### config.mk
export PLATFORM = sky130hd
export DESIGN_NAME = axi_rd_sub
export DESIGN_NICKNAME = d
export VERILOG_FILES = /design/src/axi_rd_pkg.sv /design/src/axi_rd_addr_gen.sv /design/src/axi_rd_burst_ctrl.sv /design/src/axi_rd_skid_buffer.sv /design/src/axi_rd_sub.sv
export VERILOG_INCLUDE_DIRS = /design/src
export SDC_FILE = /design/constraint.sdc
export NUM_CORES = 1
export LEC_CHECK = 0
export BUFFER_PORTS_ARGS = -buffer_cell sky130_fd_sc_hd__buf_2
export CAP_MARGIN = 20
export CORE_MARGIN = 3
export CORE_UTILIZATION = 58
export CTS_BUF_LIST = sky130_fd_sc_hd__clkbuf_8
export DETAILED_ROUTE_END_ITERATION = 12
export HOLD_SLACK_MARGIN = 0.06
export PLACE_DENSITY = 0.83
export SETUP_SLACK_MARGIN = 0.02
export SLEW_MARGIN = 5
export SYNTH_ARGS = -nofsm -noshare
export SYNTH_HDL_FRONTEND = slang
export SYNTH_SLANG_ARGS = --single-unit
### constraint.sdc
create_clock -name clk -period 5.52 [get_ports clk]
set_input_delay 1.104 -clock clk [delete_from_list [all_inputs] [get_ports clk]]
set_output_delay 1.104 -clock clk [all_outputs]
set_load 0.03 [all_outputs]
### src/axi_rd_defines.svh
`ifndef AXI_RD_DEFINES_SVH
`define AXI_RD_DEFINES_SVH

// ------------------------------------------------------------------------
// AXI read subordinate widths and defaults
// ------------------------------------------------------------------------

// Byte address width
`define AXI_RD_AW 32

// Data bus width, also the component word width
`define AXI_RD_DW 32

// Transaction ID width
`define AXI_RD_IW 4

// AxLEN field, beats minus one
`define AXI_RD_LEN_W 8

// AxSIZE field, log2 of bytes per beat
`define AXI_RD_SIZE_W 3

// Cycles from a taken component request to its rdata
`define AXI_RD_C_LAT_DEFAULT 1

`endif

### src/axi_rd_pkg.sv
package axi_rd_pkg;

`include "axi_rd_defines.svh"

    // ------------------------------------------------------------------------
    // Scalar field types
    // ------------------------------------------------------------------------
    typedef logic [`AXI_RD_AW-1:0]     addr_t;
    typedef logic [`AXI_RD_DW-1:0]     data_t;
    typedef logic [`AXI_RD_IW-1:0]     id_t;
    typedef logic [`AXI_RD_LEN_W-1:0]  len_t;
    typedef logic [`AXI_RD_SIZE_W-1:0] size_t;

    // AxBURST encoding
    typedef enum logic [1:0] {
        BURST_FIXED    = 2'b00,
        BURST_INCR     = 2'b01,
        BURST_WRAP     = 2'b10,
        BURST_RESERVED = 2'b11
    } burst_e;

    // xRESP encoding, EXOKAY kept only for completeness of the field
    typedef enum logic [1:0] {
        RESP_OKAY   = 2'b00,
        RESP_EXOKAY = 2'b01,
        RESP_SLVERR = 2'b10,
        RESP_DECERR = 2'b11
    } resp_e;

    // ------------------------------------------------------------------------
    // Channel payloads
    // ------------------------------------------------------------------------

    // AR channel payload
    typedef struct packed {
        addr_t  addr;
        burst_e burst;
        size_t  size;
        len_t   len;
        id_t    id;
    } ar_req_t;

    // Request towards the component, addr is word aligned
    typedef struct packed {
        addr_t addr;
        id_t   id;
        size_t size;
        logic  last;
    } comp_req_t;

    // Context riding along with a beat while the component answers
    typedef struct packed {
        id_t  id;
        logic last;
    } xfer_ctx_t;

    // R channel payload
    typedef struct packed {
        data_t data;
        id_t   id;
        resp_e resp;
        logic  last;
    } r_rsp_t;

endpackage

### src/axi_rd_addr_gen.sv
`timescale 1ns/1ps

module axi_rd_addr_gen (
    input  axi_rd_pkg::addr_t  i_addr,
    input  axi_rd_pkg::size_t  i_size,
    input  axi_rd_pkg::burst_e i_burst,
    input  axi_rd_pkg::len_t   i_len,
    output axi_rd_pkg::addr_t  o_next_addr
);

    // Bytes moved by one beat
    axi_rd_pkg::addr_t beat_bytes;
    // Current address aligned down to the beat size
    axi_rd_pkg::addr_t aligned_addr;
    // Plain incrementing successor
    axi_rd_pkg::addr_t incr_addr;
    // Wrap window, size times beat count
    axi_rd_pkg::addr_t wrap_bytes;
    axi_rd_pkg::addr_t wrap_mask;
    axi_rd_pkg::addr_t wrap_base;
    axi_rd_pkg::addr_t wrap_addr;

    // ------------------------------------------------------------------------
    // Beat and window arithmetic
    // ------------------------------------------------------------------------
    assign beat_bytes   = axi_rd_pkg::addr_t'(1) << i_size;
    assign aligned_addr = i_addr & ~(beat_bytes - axi_rd_pkg::addr_t'(1));
    assign incr_addr    = aligned_addr + beat_bytes;

    // Legal wrap lengths are 2, 4, 8 or 16 so the window is a power of two
    assign wrap_bytes = (axi_rd_pkg::addr_t'(i_len) + axi_rd_pkg::addr_t'(1)) << i_size;
    assign wrap_mask  = wrap_bytes - axi_rd_pkg::addr_t'(1);
    assign wrap_base  = i_addr & ~wrap_mask;
    // Offset rolls over inside the window, back to base at the top
    assign wrap_addr  = wrap_base | (incr_addr & wrap_mask);

    // ------------------------------------------------------------------------
    // Next address select
    // ------------------------------------------------------------------------
    always_comb begin
        case (i_burst)
            axi_rd_pkg::BURST_INCR: begin
                o_next_addr = incr_addr;
            end
            axi_rd_pkg::BURST_WRAP: begin
                o_next_addr = wrap_addr;
            end
            // FIXED repeats the address, RESERVED treated the same
            default: begin
                o_next_addr = i_addr;
            end
        endcase
    end

endmodule

### src/axi_rd_burst_ctrl.sv
`timescale 1ns/1ps

`include "axi_rd_defines.svh"

module axi_rd_burst_ctrl #(
    parameter int C_LAT = `AXI_RD_C_LAT_DEFAULT
) (
    input  logic                   clk,
    input  logic                   rst_n,
    // AR channel
    input  logic                   i_ar_valid,
    input  axi_rd_pkg::ar_req_t    i_ar,
    output logic                   o_ar_ready,
    // Address generator loop
    input  axi_rd_pkg::addr_t      i_next_addr,
    output axi_rd_pkg::ar_req_t    o_cur,
    // All skid stages empty
    input  logic                   i_pipe_ready,
    // Component request port
    input  logic                   i_comp_hld,
    output logic                   o_comp_dv,
    output axi_rd_pkg::comp_req_t  o_comp_req,
    // Beat context, delayed to line up with rdata
    output logic                   o_beat_valid,
    output axi_rd_pkg::xfer_ctx_t  o_beat_ctx
);

    // Low address bits dropped for word alignment
    localparam int BW = $clog2(`AXI_RD_DW / 8);

    logic                  out_of_rst;
    logic                  active;
    axi_rd_pkg::len_t      beats_left;
    axi_rd_pkg::ar_req_t   cur;
    logic                  ar_hs;
    logic                  taken;
    logic                  last_beat;
    logic                  final_beat;

    // Index 0 is the request edge, index C_LAT lines up with rdata
    logic                  ctx_vld [0:C_LAT];
    axi_rd_pkg::xfer_ctx_t ctx_pipe [0:C_LAT];

    // ------------------------------------------------------------------------
    // AR acceptance
    // ------------------------------------------------------------------------
    assign ar_hs      = i_ar_valid && o_ar_ready;
    // Next burst may start on the same edge the current one issues its last request
    assign o_ar_ready = out_of_rst && (!active || final_beat);

    always_ff @(posedge clk or negedge rst_n) begin
        if (!rst_n) begin
            out_of_rst <= 1'b0;
            active     <= 1'b0;
            beats_left <= '0;
        end else begin
            out_of_rst <= 1'b1;
            if (ar_hs) begin
                active     <= 1'b1;
                beats_left <= i_ar.len;
            end else begin
                if (final_beat) begin
                    active <= 1'b0;
                end
                // Hold at zero once the burst is done
                if (taken && (beats_left != '0)) begin
                    beats_left <= beats_left - 1'b1;
                end
            end
        end
    end

    // Burst context, the address steps forward on each taken request
    always_ff @(posedge clk) begin
        if (ar_hs) begin
            cur <= i_ar;
        end else if (taken) begin
            cur.addr <= i_next_addr;
        end
    end

    // ------------------------------------------------------------------------
    // Component request
    // ------------------------------------------------------------------------
    // Only request when every skid stage can absorb the answer
    assign o_comp_dv  = active && i_pipe_ready;
    assign taken      = o_comp_dv && !i_comp_hld;
    assign last_beat  = (beats_left == '0);
    assign final_beat = taken && last_beat;

    assign o_cur           = cur;
    assign o_comp_req.addr = {cur.addr[`AXI_RD_AW-1:BW], BW'(0)};
    assign o_comp_req.id   = cur.id;
    assign o_comp_req.size = cur.size;
    assign o_comp_req.last = last_beat;

    // ------------------------------------------------------------------------
    // Latency pipeline
    // ------------------------------------------------------------------------
    assign ctx_vld[0]       = taken;
    assign ctx_pipe[0].id   = cur.id;
    assign ctx_pipe[0].last = last_beat;

    for (genvar s = 1; s <= C_LAT; s++) begin : g_lat
        always_ff @(posedge clk or negedge rst_n) begin
            if (!rst_n) begin
                ctx_vld[s] <= 1'b0;
            end else begin
                ctx_vld[s] <= ctx_vld[s-1];
            end
        end

        always_ff @(posedge clk) begin
            ctx_pipe[s] <= ctx_pipe[s-1];
        end
    end

    assign o_beat_valid = ctx_vld[C_LAT];
    assign o_beat_ctx   = ctx_pipe[C_LAT];

endmodule

### src/axi_rd_skid_buffer.sv
`timescale 1ns/1ps

module axi_rd_skid_buffer (
    input  logic               clk,
    input  logic               rst_n,
    // Upstream side
    input  logic               i_valid,
    output logic               o_ready,
    input  axi_rd_pkg::r_rsp_t i_data,
    // Downstream side
    output logic               o_valid,
    input  logic               i_ready,
    output axi_rd_pkg::r_rsp_t o_data
);

    // Holding register and its occupancy flag
    logic               full;
    axi_rd_pkg::r_rsp_t hold_data;
    logic               capture;
    logic               drain;

    // ------------------------------------------------------------------------
    // Occupancy
    // ------------------------------------------------------------------------
    // Park an incoming beat that the downstream cannot take now
    assign capture = i_valid && !i_ready && !full;
    // Parked beat leaves once downstream accepts it
    assign drain   = full && i_ready;

    always_ff @(posedge clk or negedge rst_n) begin
        if (!rst_n) begin
            full <= 1'b0;
        end else if (capture) begin
            full <= 1'b1;
        end else if (drain) begin
            full <= 1'b0;
        end
    end

    always_ff @(posedge clk) begin
        if (capture) begin
            hold_data <= i_data;
        end
    end

    // ------------------------------------------------------------------------
    // Outputs
    // ------------------------------------------------------------------------
    // Stall upstream while a beat is parked
    assign o_ready = !full;

    // Empty stage is a straight wire from input to output
    assign o_valid = full || i_valid;
    assign o_data  = full ? hold_data : i_data;

endmodule

### src/axi_rd_sub.sv
`timescale 1ns/1ps

`include "axi_rd_defines.svh"

module axi_rd_sub #(
    parameter int C_LAT = `AXI_RD_C_LAT_DEFAULT
) (
    input  logic                  clk,
    input  logic                  rst_n,
    // AR channel
    input  logic                  i_ar_valid,
    input  axi_rd_pkg::ar_req_t   i_ar,
    output logic                  o_ar_ready,
    // R channel
    output logic                  o_r_valid,
    output axi_rd_pkg::r_rsp_t    o_r,
    input  logic                  i_r_ready,
    // Component port
    output logic                  o_comp_dv,
    output axi_rd_pkg::comp_req_t o_comp_req,
    input  logic                  i_comp_hld,
    input  logic                  i_comp_err,
    input  axi_rd_pkg::data_t     i_comp_rdata
);

    axi_rd_pkg::ar_req_t   cur;
    axi_rd_pkg::addr_t     next_addr;
    logic                  pipe_ready;
    logic                  beat_valid;
    axi_rd_pkg::xfer_ctx_t beat_ctx;

    // Skid chain, index C_LAT+1 is the R channel itself
    logic                  stg_valid [0:C_LAT+1];
    logic [C_LAT+1:0]      stg_ready;
    axi_rd_pkg::r_rsp_t    stg_data  [0:C_LAT+1];

    // ------------------------------------------------------------------------
    // Request side
    // ------------------------------------------------------------------------
    axi_rd_burst_ctrl #(
        .C_LAT (C_LAT)
    ) u_burst_ctrl (
        .clk          (clk),
        .rst_n        (rst_n),
        .i_ar_valid   (i_ar_valid),
        .i_ar         (i_ar),
        .o_ar_ready   (o_ar_ready),
        .i_next_addr  (next_addr),
        .o_cur        (cur),
        .i_pipe_ready (pipe_ready),
        .i_comp_hld   (i_comp_hld),
        .o_comp_dv    (o_comp_dv),
        .o_comp_req   (o_comp_req),
        .o_beat_valid (beat_valid),
        .o_beat_ctx   (beat_ctx)
    );

    // Full byte address drives the stepping so narrow beats advance correctly
    axi_rd_addr_gen u_addr_gen (
        .i_addr      (cur.addr),
        .i_size      (cur.size),
        .i_burst     (cur.burst),
        .i_len       (cur.len),
        .o_next_addr (next_addr)
    );

    // Every stage empty, R ready excluded
    assign pipe_ready = &stg_ready[C_LAT:0];

    // ------------------------------------------------------------------------
    // Response side
    // ------------------------------------------------------------------------
    assign stg_valid[0]     = beat_valid;
    assign stg_data[0].data = i_comp_rdata;
    assign stg_data[0].id   = beat_ctx.id;
    assign stg_data[0].resp = i_comp_err ? axi_rd_pkg::RESP_SLVERR : axi_rd_pkg::RESP_OKAY;
    assign stg_data[0].last = beat_ctx.last;

    // One stage per beat that can be in flight
    for (genvar s = 0; s <= C_LAT; s++) begin : g_skid
        axi_rd_skid_buffer u_skid (
            .clk     (clk),
            .rst_n   (rst_n),
            .i_valid (stg_valid[s]),
            .o_ready (stg_ready[s]),
            .i_data  (stg_data[s]),
            .o_valid (stg_valid[s+1]),
            .i_ready (stg_ready[s+1]),
            .o_data  (stg_data[s+1])
        );
    end

    assign stg_ready[C_LAT+1] = i_r_ready;
    assign o_r_valid          = stg_valid[C_LAT+1];
    assign o_r                = stg_data[C_LAT+1];

endmodule

# Word level (Yosys, flattened, before mapping)
# Index checks and enable logic that the tools add are counted.
[word_totals]
reg_bits = 145
inputBits = 87
output_inout_bits = 82
word_cells = 80
[classes]
n_addsub = 5
n_eq_ne = 2
shifts = 2
muxes = 14
n_bitwise = 6
n_reduce_logical = 30
[op_table]
columns = ["cell", "count"]
rows = [
  ["AND 32 bit", 3],
  ["2-to-1 mux 39 bit", 2],
  ["2-to-1 mux 32 bit", 2],
  ["NOT 32 bit", 2],
  ["case mux 32 bit (2 select lines)", 1],
  ["subtractor 32 x 1 -> 32 bit, second input constant", 2],
  ["adder 32 bit", 1],
  ["OR 32 bit", 1],
  ["left shift 1 x 3 -> 32 bit, first input constant", 1],
  ["left shift 32 x 3 -> 32 bit", 1],
  ["2-to-1 mux 8 bit", 2],
  ["logical AND 1 bit", 12],
  ["nonzero test 2 bit", 5],
  ["adder 8 x 1 -> 9 bit, second input constant", 1],
  ["logical NOT 8 bit", 1],
  ["nonzero test 8 bit", 1],
  ["subtractor 8 x 1 -> 8 bit, second input constant", 1],
  ["2-to-1 mux 1 bit", 6],
  ["logical NOT 1 bit", 5],
  ["AND reduction 2 bit", 2],
  ["logical OR 1 bit", 3],
  ["nonzero test 3 bit", 1],
  ["== test 2 x 1 -> 1 bit, second input constant", 1],
  ["== test 2 bit, second input constant", 1],
  ["2-to-1 mux 2 bit", 1],
]

# Logic depth before layout (Yosys ltp)
# Gate-level depths: netlist of run 1.
[depth]
ltp_word = 10
depth_mapped = 15
depth_no_buf = 12

# By module
# Synthesis of run 1 repeated with hierarchy kept, for this count alone.
[hier_totals]
hier_cells = 873
area_unflattened_um2 = 9967.1
[by_module_without_submodules]
columns = ["mod", "instances", "cells_each", "area_per_inst_um2", "seq_area_each_um2"]
rows = [
  ["axi_rd_skid_buffer", 2, 88, 1880.6, 1196.1],
  ["axi_rd_burst_ctrl", 1, 199, 3129.3, 1846.8],
  ["axi_rd_addr_gen", 1, 496, 3066.7, 0.0],
  ["axi_rd_sub", 1, 2, 10.0, 0.0],
]

# Least setup slack after synthesis of run 1
# Ideal clock, no wire load.
[synth_path]
path_type = "input port to flip-flop"
start = "input i_r_ready"
end = "register g_skid[1].u_skid.hold_data[0] (netlist name) (enable)"
setup_ns = 0.480
t_arrival_ns = 3.750
t_required_ns = 5.040
path_slack_ns = 1.290
path_stages = 1
n_path_buf = 0
path_cell_list = "nor3_1"
[synth_via]
elab_chain_len = 3
[synth_lines]
columns = ["element", "line", "text"]
rows = [
  ["start, declared", "axi_rd_sub.sv:17", "input logic i_r_ready,"],
  ["logical NOT 1 bit", "axi_rd_skid_buffer.sv:26", "assign capture = i_valid && !i_ready && !full;"],
  ["logical AND 1 bit (2 in a row)", "axi_rd_skid_buffer.sv:26", ""],
  ["end signal, assigned", "axi_rd_skid_buffer.sv:42", "hold_data <= i_data;"],
  ["end, declared", "axi_rd_skid_buffer.sv:18", "axi_rd_pkg::r_rsp_t hold_data;"],
]
# Every way passes these cells.
# A chain may end at the register's enable or synchronous reset.

==> results of run 1 <==
[cell usage in the layout, fill, tap and decap left out, types with 9 or more instances in the layout]
master / count
xnor2_1: 33
and2_1: 9
ha_1: 10
inv_1: 15
and3_1: 11
nor2_1: 71
clkbuf_8: 17
a211oi_1: 18
dfrtp_1: 12
nor2b_1: 13
o211ai_1: 10
o21ai_0: 29
nor3_1: 12
nand3_1: 18
nand2_1: 66
a21oi_1: 23
edfxtp_1: 125
xor2_1: 12
mux2_2: 77
buf_2: 165
or3_1: 9
[metal layers]
metal  up-vias  GRT usage (%)  part of all wire, %
met5         -              0                    0
met4         0          7.335                  1.6
met3        29          6.427                  9.0
met2       359          38.76                   47
met1      3286          34.22                   42
li1       3235              -                    -
[through the flow]
stage	instance area [sq um]	setup slack [ps]	utilization [%]	instances	hold WS, ps
floorplan	8892	1290	-	828	349.3
global placement	9470	1463	64.19	1093	350.2
detailed placement	9470	1359	64.19	1093	356.1
CTS	9891	1333	67.04	1125	372.3
global route	9918	946.0	67.22	1126	400.9
finish	9918	1219	67.22	1126	378.3
[synthesized netlist by cell type, types with 15 or more instances]
cell type  count  area [sq um]
o21ai_0       29         145.1
buf_4         44         330.3
edfxtp_1     125          3754
nand2_1       66         247.7
mux2_2        77         867.1
xnor2_1       33         289.0
nand3_1       19         95.09
a211oi_1      18         135.1
clkbuf_1      28         105.1
nor2_1        72         270.3
inv_1         15         56.30
a21oi_1       23         115.1
[power breakdown]
part	switching [uW]	leakage [uW]	internal (uW)
registers	150	0.00135	1420
logic	859	0.00217	514
clock network	428	0.000210	455
[cell families (layout without fill, tap and decap cells)]
group / count (synthesis) / count (layout) / share of synthesized area (%)
fa+ha+maj: 10 / 10 / 1.408
flops: 143 / 143 / 47.04
buf+inv: 109 / 223 / 6.985
other cells: 2 / 4 / 0.08453
simple gates: 275 / 275 / 16.18
xor+xnor: 47 / 47 / 4.802
mux: 84 / 84 / 10.55
compound gates: 156 / 156 / 12.96
[area by class of cell]
class                      instances  area [sq um]
fill                            1105          4836
sequential                       143          4180
multi-input combinational        576          4110
timing repair buffer             174         913.4
clock buffer                      17         234.0
tap                              184         230.2
clock inverter                    15         186.4
inverter                          17         63.81
[worst paths after layout]
path | from | to | slack (ps) | depth (start not counted)
hold reg to reg | u_burst_ctrl.o_comp_req[7] | u_burst_ctrl.o_beat_ctx[4] | 380 | 0
setup / recovery | u_burst_ctrl.o_comp_req[2] | flip-flop | 1220 | 12
max in group asynchronous | rst_n | g_skid[0].u_skid.full | 4720 | 1
hold / removal | u_burst_ctrl.o_comp_req[7] | u_burst_ctrl.o_beat_ctx[4] | 380 | 0
setup reg to reg | u_burst_ctrl.o_comp_req[2] | flip-flop | 1220 | 12
min in group asynchronous | rst_n | u_burst_ctrl.beats_left[5] | 540 | 1
[critical path, cell delays in order, from the launching register on]
cell and delay (ps):
edfxtp_1 680, buf_4 330, nor2_1 260, nand2_1 150, ha_1 370, mux2_2 260, a41o_1 250, a31oi_1 230
and4bb_2 290, o21ai_1 710, nor2_1 160, xnor2_1 230, a211oi_2 90
==> results by group, run 1 <==
Floorplanning
  – Die area: 16840 sq um
  – Die Y: 129.8 um
  – Core area: 14750 sq um
  – Starting Density: 60.22%
  – Die width: 129.8 um
  – IO Count: 169
  – Row cnt: 44

CTS
  – CTS Sinks: 143
  – CTS tree: built
  – Htree depth: 4
  – CTS Hold Buffers Added: 0
  – Maximum root-to-sink buffer count: 2
  – Setup bufs post-CTS: 0
  – Clock slew at reported path FFs: 90 ps
  – CTS resizes: 0
  – Clock root buffer: clkbuf_8
  – Total CTS buffers: 17
  – Clock Latency Late Sink: 450 ps

Place
  – # port buffers: 165
  – Hpwl dp: 15.01 mm
  – GP Congestion: 0.9720

STA
  – Setup TNS: 0 ps
  – Rel. slew slack: 27.98%
  – Unrepaired setup endpoints after global routing: false
  – Endpoints failing setup: 0
  – Slew Limit Fails: 0
  – Final hold viol count: 0
  – Period utilization: 77.91%
  – Slew @ Worst Pin: 1080 ps
  – Clock Skew: 17.39 ps
  – Min Tclk post-route: 4301 ps
  – Maximum clock frequency: 232.5 MHz

Synth
  – Sequential area share after synthesis: 47.04%
  – Post-synth EDFFs: 125
  – Distinct cells, synth: 85
  – FFs w/ async S/R, synth: 9.091%
  – Yosys reg bits: 143
  – Post-Syn Area: 8885 sq um
  – Top FF cell, synth: edfxtp_1
  – Ys Warns: 0
  – Cells after Synth: 826
  – Mean Syn Cell Area: 10.76 sq um

Layout
  – Synthesis-to-finish area growth: 11.63%
  – Antenna diodes: 0
  – Layout cell share with drive strength beyond 1: 33.65%
  – Fin nets: 1026

Power and ir drop
  – Peak VDD IR: 0.1707 mV
  – Total power: 3822 uW
  – Total power per unit cell area: 385.4 nW/um^2
  – Leakage power: 0.003729 uW

Detailed routing
  – Avg WL per Cell: 18.97 um
  – Initial DRC count: 716
  – Post-route ant nets: 0
  – Final WL: 21.36 mm
  – Via count: 6909
  – # DRC: 0
  – Vias/cell: 6.136
  – Pre-antenna DRT Iters: 5

Global routing
  – First-pass GRT wire length: 32.91 mm
  – Gr ovfl total: 0
  – Total track usage: 24.73%
  – Antenna violations before repair: 0
  – Vias in the first global route: 6489
  – Largest net degree at the start of global routing: 50

Worst setup path
  – Critical path class: flip-flop to flip-flop
  – Critical path endpoint category: flip-flop
  – Critical Path Fanout Max: 20
  – Crit path launch type: flip-flop
  – Worst EP arrival: 4470 ps
  – Req. time, crit path: 5690 ps

Min path
  – HP Class: flip-flop to flip-flop

Outcome
  – Outcome: finished clean

Job
  – Max-cap violations: 0
(Power assumes the default switching activity.)
==> run 2, diff against run 1 <==
- CORE_UTILIZATION: 58 -> 52
- PLACE_DENSITY: 0.83 -> 0.79
- clock period: 5.52 -> 3.8 ns (I/O delays scaled with it)
==> run 2 against run 1 <==
  * Worst hold slack got worse by 190 ps
  * Clock-buffer cell count did not move
  * Critical path depth did not move
==> results by group, run 2 (same netlist as run 1, synthesis figures left out) <==
Outcome
  – Outcome: finished clean

Detailed routing
  – Final WL: 21.60 mm (+1.2%)
  – Post-route ant nets: 0 (unchanged)
  – Pre-antenna DRT Iters: 7 (+2)
  – Initial DRC count: 689 (-3.8%)
  – # DRC: 0 (unchanged)
  – Vias/cell: 5.763 (-6.1%)
  – Avg WL per Cell: 18.08 um (-4.7%)
  – Via count: 6887 (-0.32%)

STA
  – Endpoints failing setup: 0 (unchanged)
  – Slew Limit Fails: 0 (unchanged)
  – Slew @ Worst Pin: 633.2 ps (-447.1 ps)
  – Unrepaired setup endpoints after global routing: false
  – Period utilization: 94.64% (+17 points)
  – Clock Skew: 12.41 ps (-4.973 ps)
  – Worst hold margin: 189.5 ps (-188.8 ps)
  – Rel. slew slack: 57.23% (+29 points)
  – Maximum clock frequency: 278.0 MHz (+20%)
  – Final hold viol count: 0 (unchanged)
  – Min Tclk post-route: 3596 ps (-704.2 ps)
  – Setup TNS: 0 ps (unchanged)

Layout
  – Most common cell after layout, fill and taps aside: buf_2
  – Commonest non-fill, non-tap cells in the layout: buf_2 (165), edfxtp_1 (125), mux2_2 (77), nor2_1 (71), nand2_1 (66)
  – Layout cell share with drive strength beyond 1: 35.93% (+2.3 points)
  – Fin nets: 1058 (+3.1%)
  – Synthesis-to-finish area growth: 14.70%

Floorplanning
  – Starting Density: 53.39% (-6.8 points)
  – IO Count: 169 (unchanged)
  – Die area: 18690 sq um (+11%)
  – Die width: 136.7 um (+5.4%)
  – Row cnt: 47 (+6.8%)
  – Die Y: 136.7 um (+5.4%)
  – Core area: 16640 sq um (+13%)

CTS
  – CTS tree: built
  – Total CTS buffers: 17 (unchanged)
  – Htree depth: 4 (unchanged)
  – CTS Sinks: 143 (unchanged)
  – Clock slew at reported path FFs: 90 ps (about the same)
  – Clock root buffer: clkbuf_8
  – Maximum root-to-sink buffer count: 2 (unchanged)
  – Clock Latency Late Sink: 450 ps (about the same)

Global routing
  – Antenna violations before repair: 2 (+2)
  – Total track usage: 22.66% (-2.1 points)
  – Largest net degree at the start of global routing: 43 (-14%)
  – Gr ovfl total: 0 (unchanged)
  – Vias in the first global route: 6610 (+1.9%)
  – First-pass GRT wire length: 33.51 mm (+1.8%)

Power and ir drop
  – Leakage power: 0.003877 uW (+4.0%)
  – Peak VDD IR: 0.4921 mV (+190%)
  – Total power per unit cell area: 542.7 nW/um^2 (+41%)

Place
  – # port buffers: 165 (unchanged)
  – GP Congestion: 0.9470 (-2.6%)
  – Hpwl dp: 15.81 mm (+5.3%)

Worst setup path
  – Critical Path Fanout Max: 9 (-55%)
  – CP top delay family: simple AND/OR/NAND/NOR gates
  – Critical path cell sequence: ha_1 > nand2_2 > or3_1 > a31oi_1 > nor4_1 > buf_4 > o32ai_4 > and2b_2 > nor3b_1 > ha_1 > and2_1 > o21ai_0
  – Critical path endpoint category: flip-flop
  – Crit path launch type: flip-flop
  – Slowest library cell on the worst path: or3_1
  – CP max stage delay: 420 ps (-290 ps)
  – Critical path class: flip-flop to flip-flop
  – Req. time, crit path: 3930 ps (-1760 ps)
  – Most frequent CP cell: ha_1
  – Worst EP arrival: 3730 ps (-740 ps)
  – CP bufs+invs: 1 (unchanged)

Job
  – Max-cap violations: 0 (unchanged)

Min path
  – HP Class: input pin to asynchronous set/reset pin
==> run 2: cell type report <==
| class | instances | area [sq um] |
|---|---|---|
| fillers | 1356 | 6451 |
| flip-flops and latches | 143 | 4182 |
| multi-input cells | 576 | 4133 |
| repair buffers | 206 | 1141 |
| well taps | 220 | 275.3 |
| clock buffers | 17 | 234.0 |
| clock inverters | 15 | 160.2 |
| inverters | 17 | 63.81 |
| diodes | 1 | 2.502 |
==> run 2: repair_timing <==
action / in CTS / in global routing
setup buffers: 0 / 2
resized for setup: 0 / 4
hold buffers: 0 / 0
setup endpoints to repair: 0 / 2
==> run 2: power by group <==
group	switching (uW)	internal, uW
sequential	168	2060
combinational	1310	778
clock	623	592
==> run 2: final timing paths <==
kind	depth (start not counted)	slack, ps	from	endpoint
worst max-delay path	12	200	u_burst_ctrl.o_cur[5]	flip-flop
worst min-delay path	1	190	rst_n	g_skid[1].u_skid.full
worst max register to register	12	200	u_burst_ctrl.o_cur[5]	flip-flop
worst min register to register	0	390	u_burst_ctrl.o_comp_req[5]	u_burst_ctrl.o_beat_ctx[2]
max in group asynchronous	1	3360	rst_n	g_skid[0].u_skid.full
min in group clk	0	390	u_burst_ctrl.o_comp_req[5]	u_burst_ctrl.o_beat_ctx[2]
==> run 2: routing by layer <==
metal / up-vias / part of all wire [%] / GRT usage, %
met5: - / 0.046 / 0
met4: 2 / 3.1 / 9.630
met3: 52 / 7.0 / 4.375
met2: 276 / 46 / 35.02
met1: 3263 / 44 / 31.25
li1: 3294 / - / -
==> run 2: per-stage QoR <==
step / cells / util (%) / setup WS, ps / cell area, sq um / total power (uW)
after global routing: 1195 / 61.24 / 8.163 / 10190 / 5802
after global placement: 1159 / 58.57 / 355.1 / 9748 / 4279
final: 1195 / 61.24 / 203.5 / 10190 / 5530
after CTS: 1191 / 60.94 / 247.0 / 10140 / 5540
after detailed placement: 1159 / 58.57 / 332.6 / 9748 / 4325
after floorplan: 828 / - / 431.7 / 8897 / 3832
==> run 2: worst reg2reg max path, stage by stage, from the launching register on <==
cell and delay [ps]:
edfxtp_1 400, ha_1 340, nand2_2 180, or3_1 420
a31oi_1 230, nor4_1 70, buf_4 170, o32ai_4 370
and2b_2 300, nor3b_1 150, ha_1 270, and2_1 150
o21ai_0 220
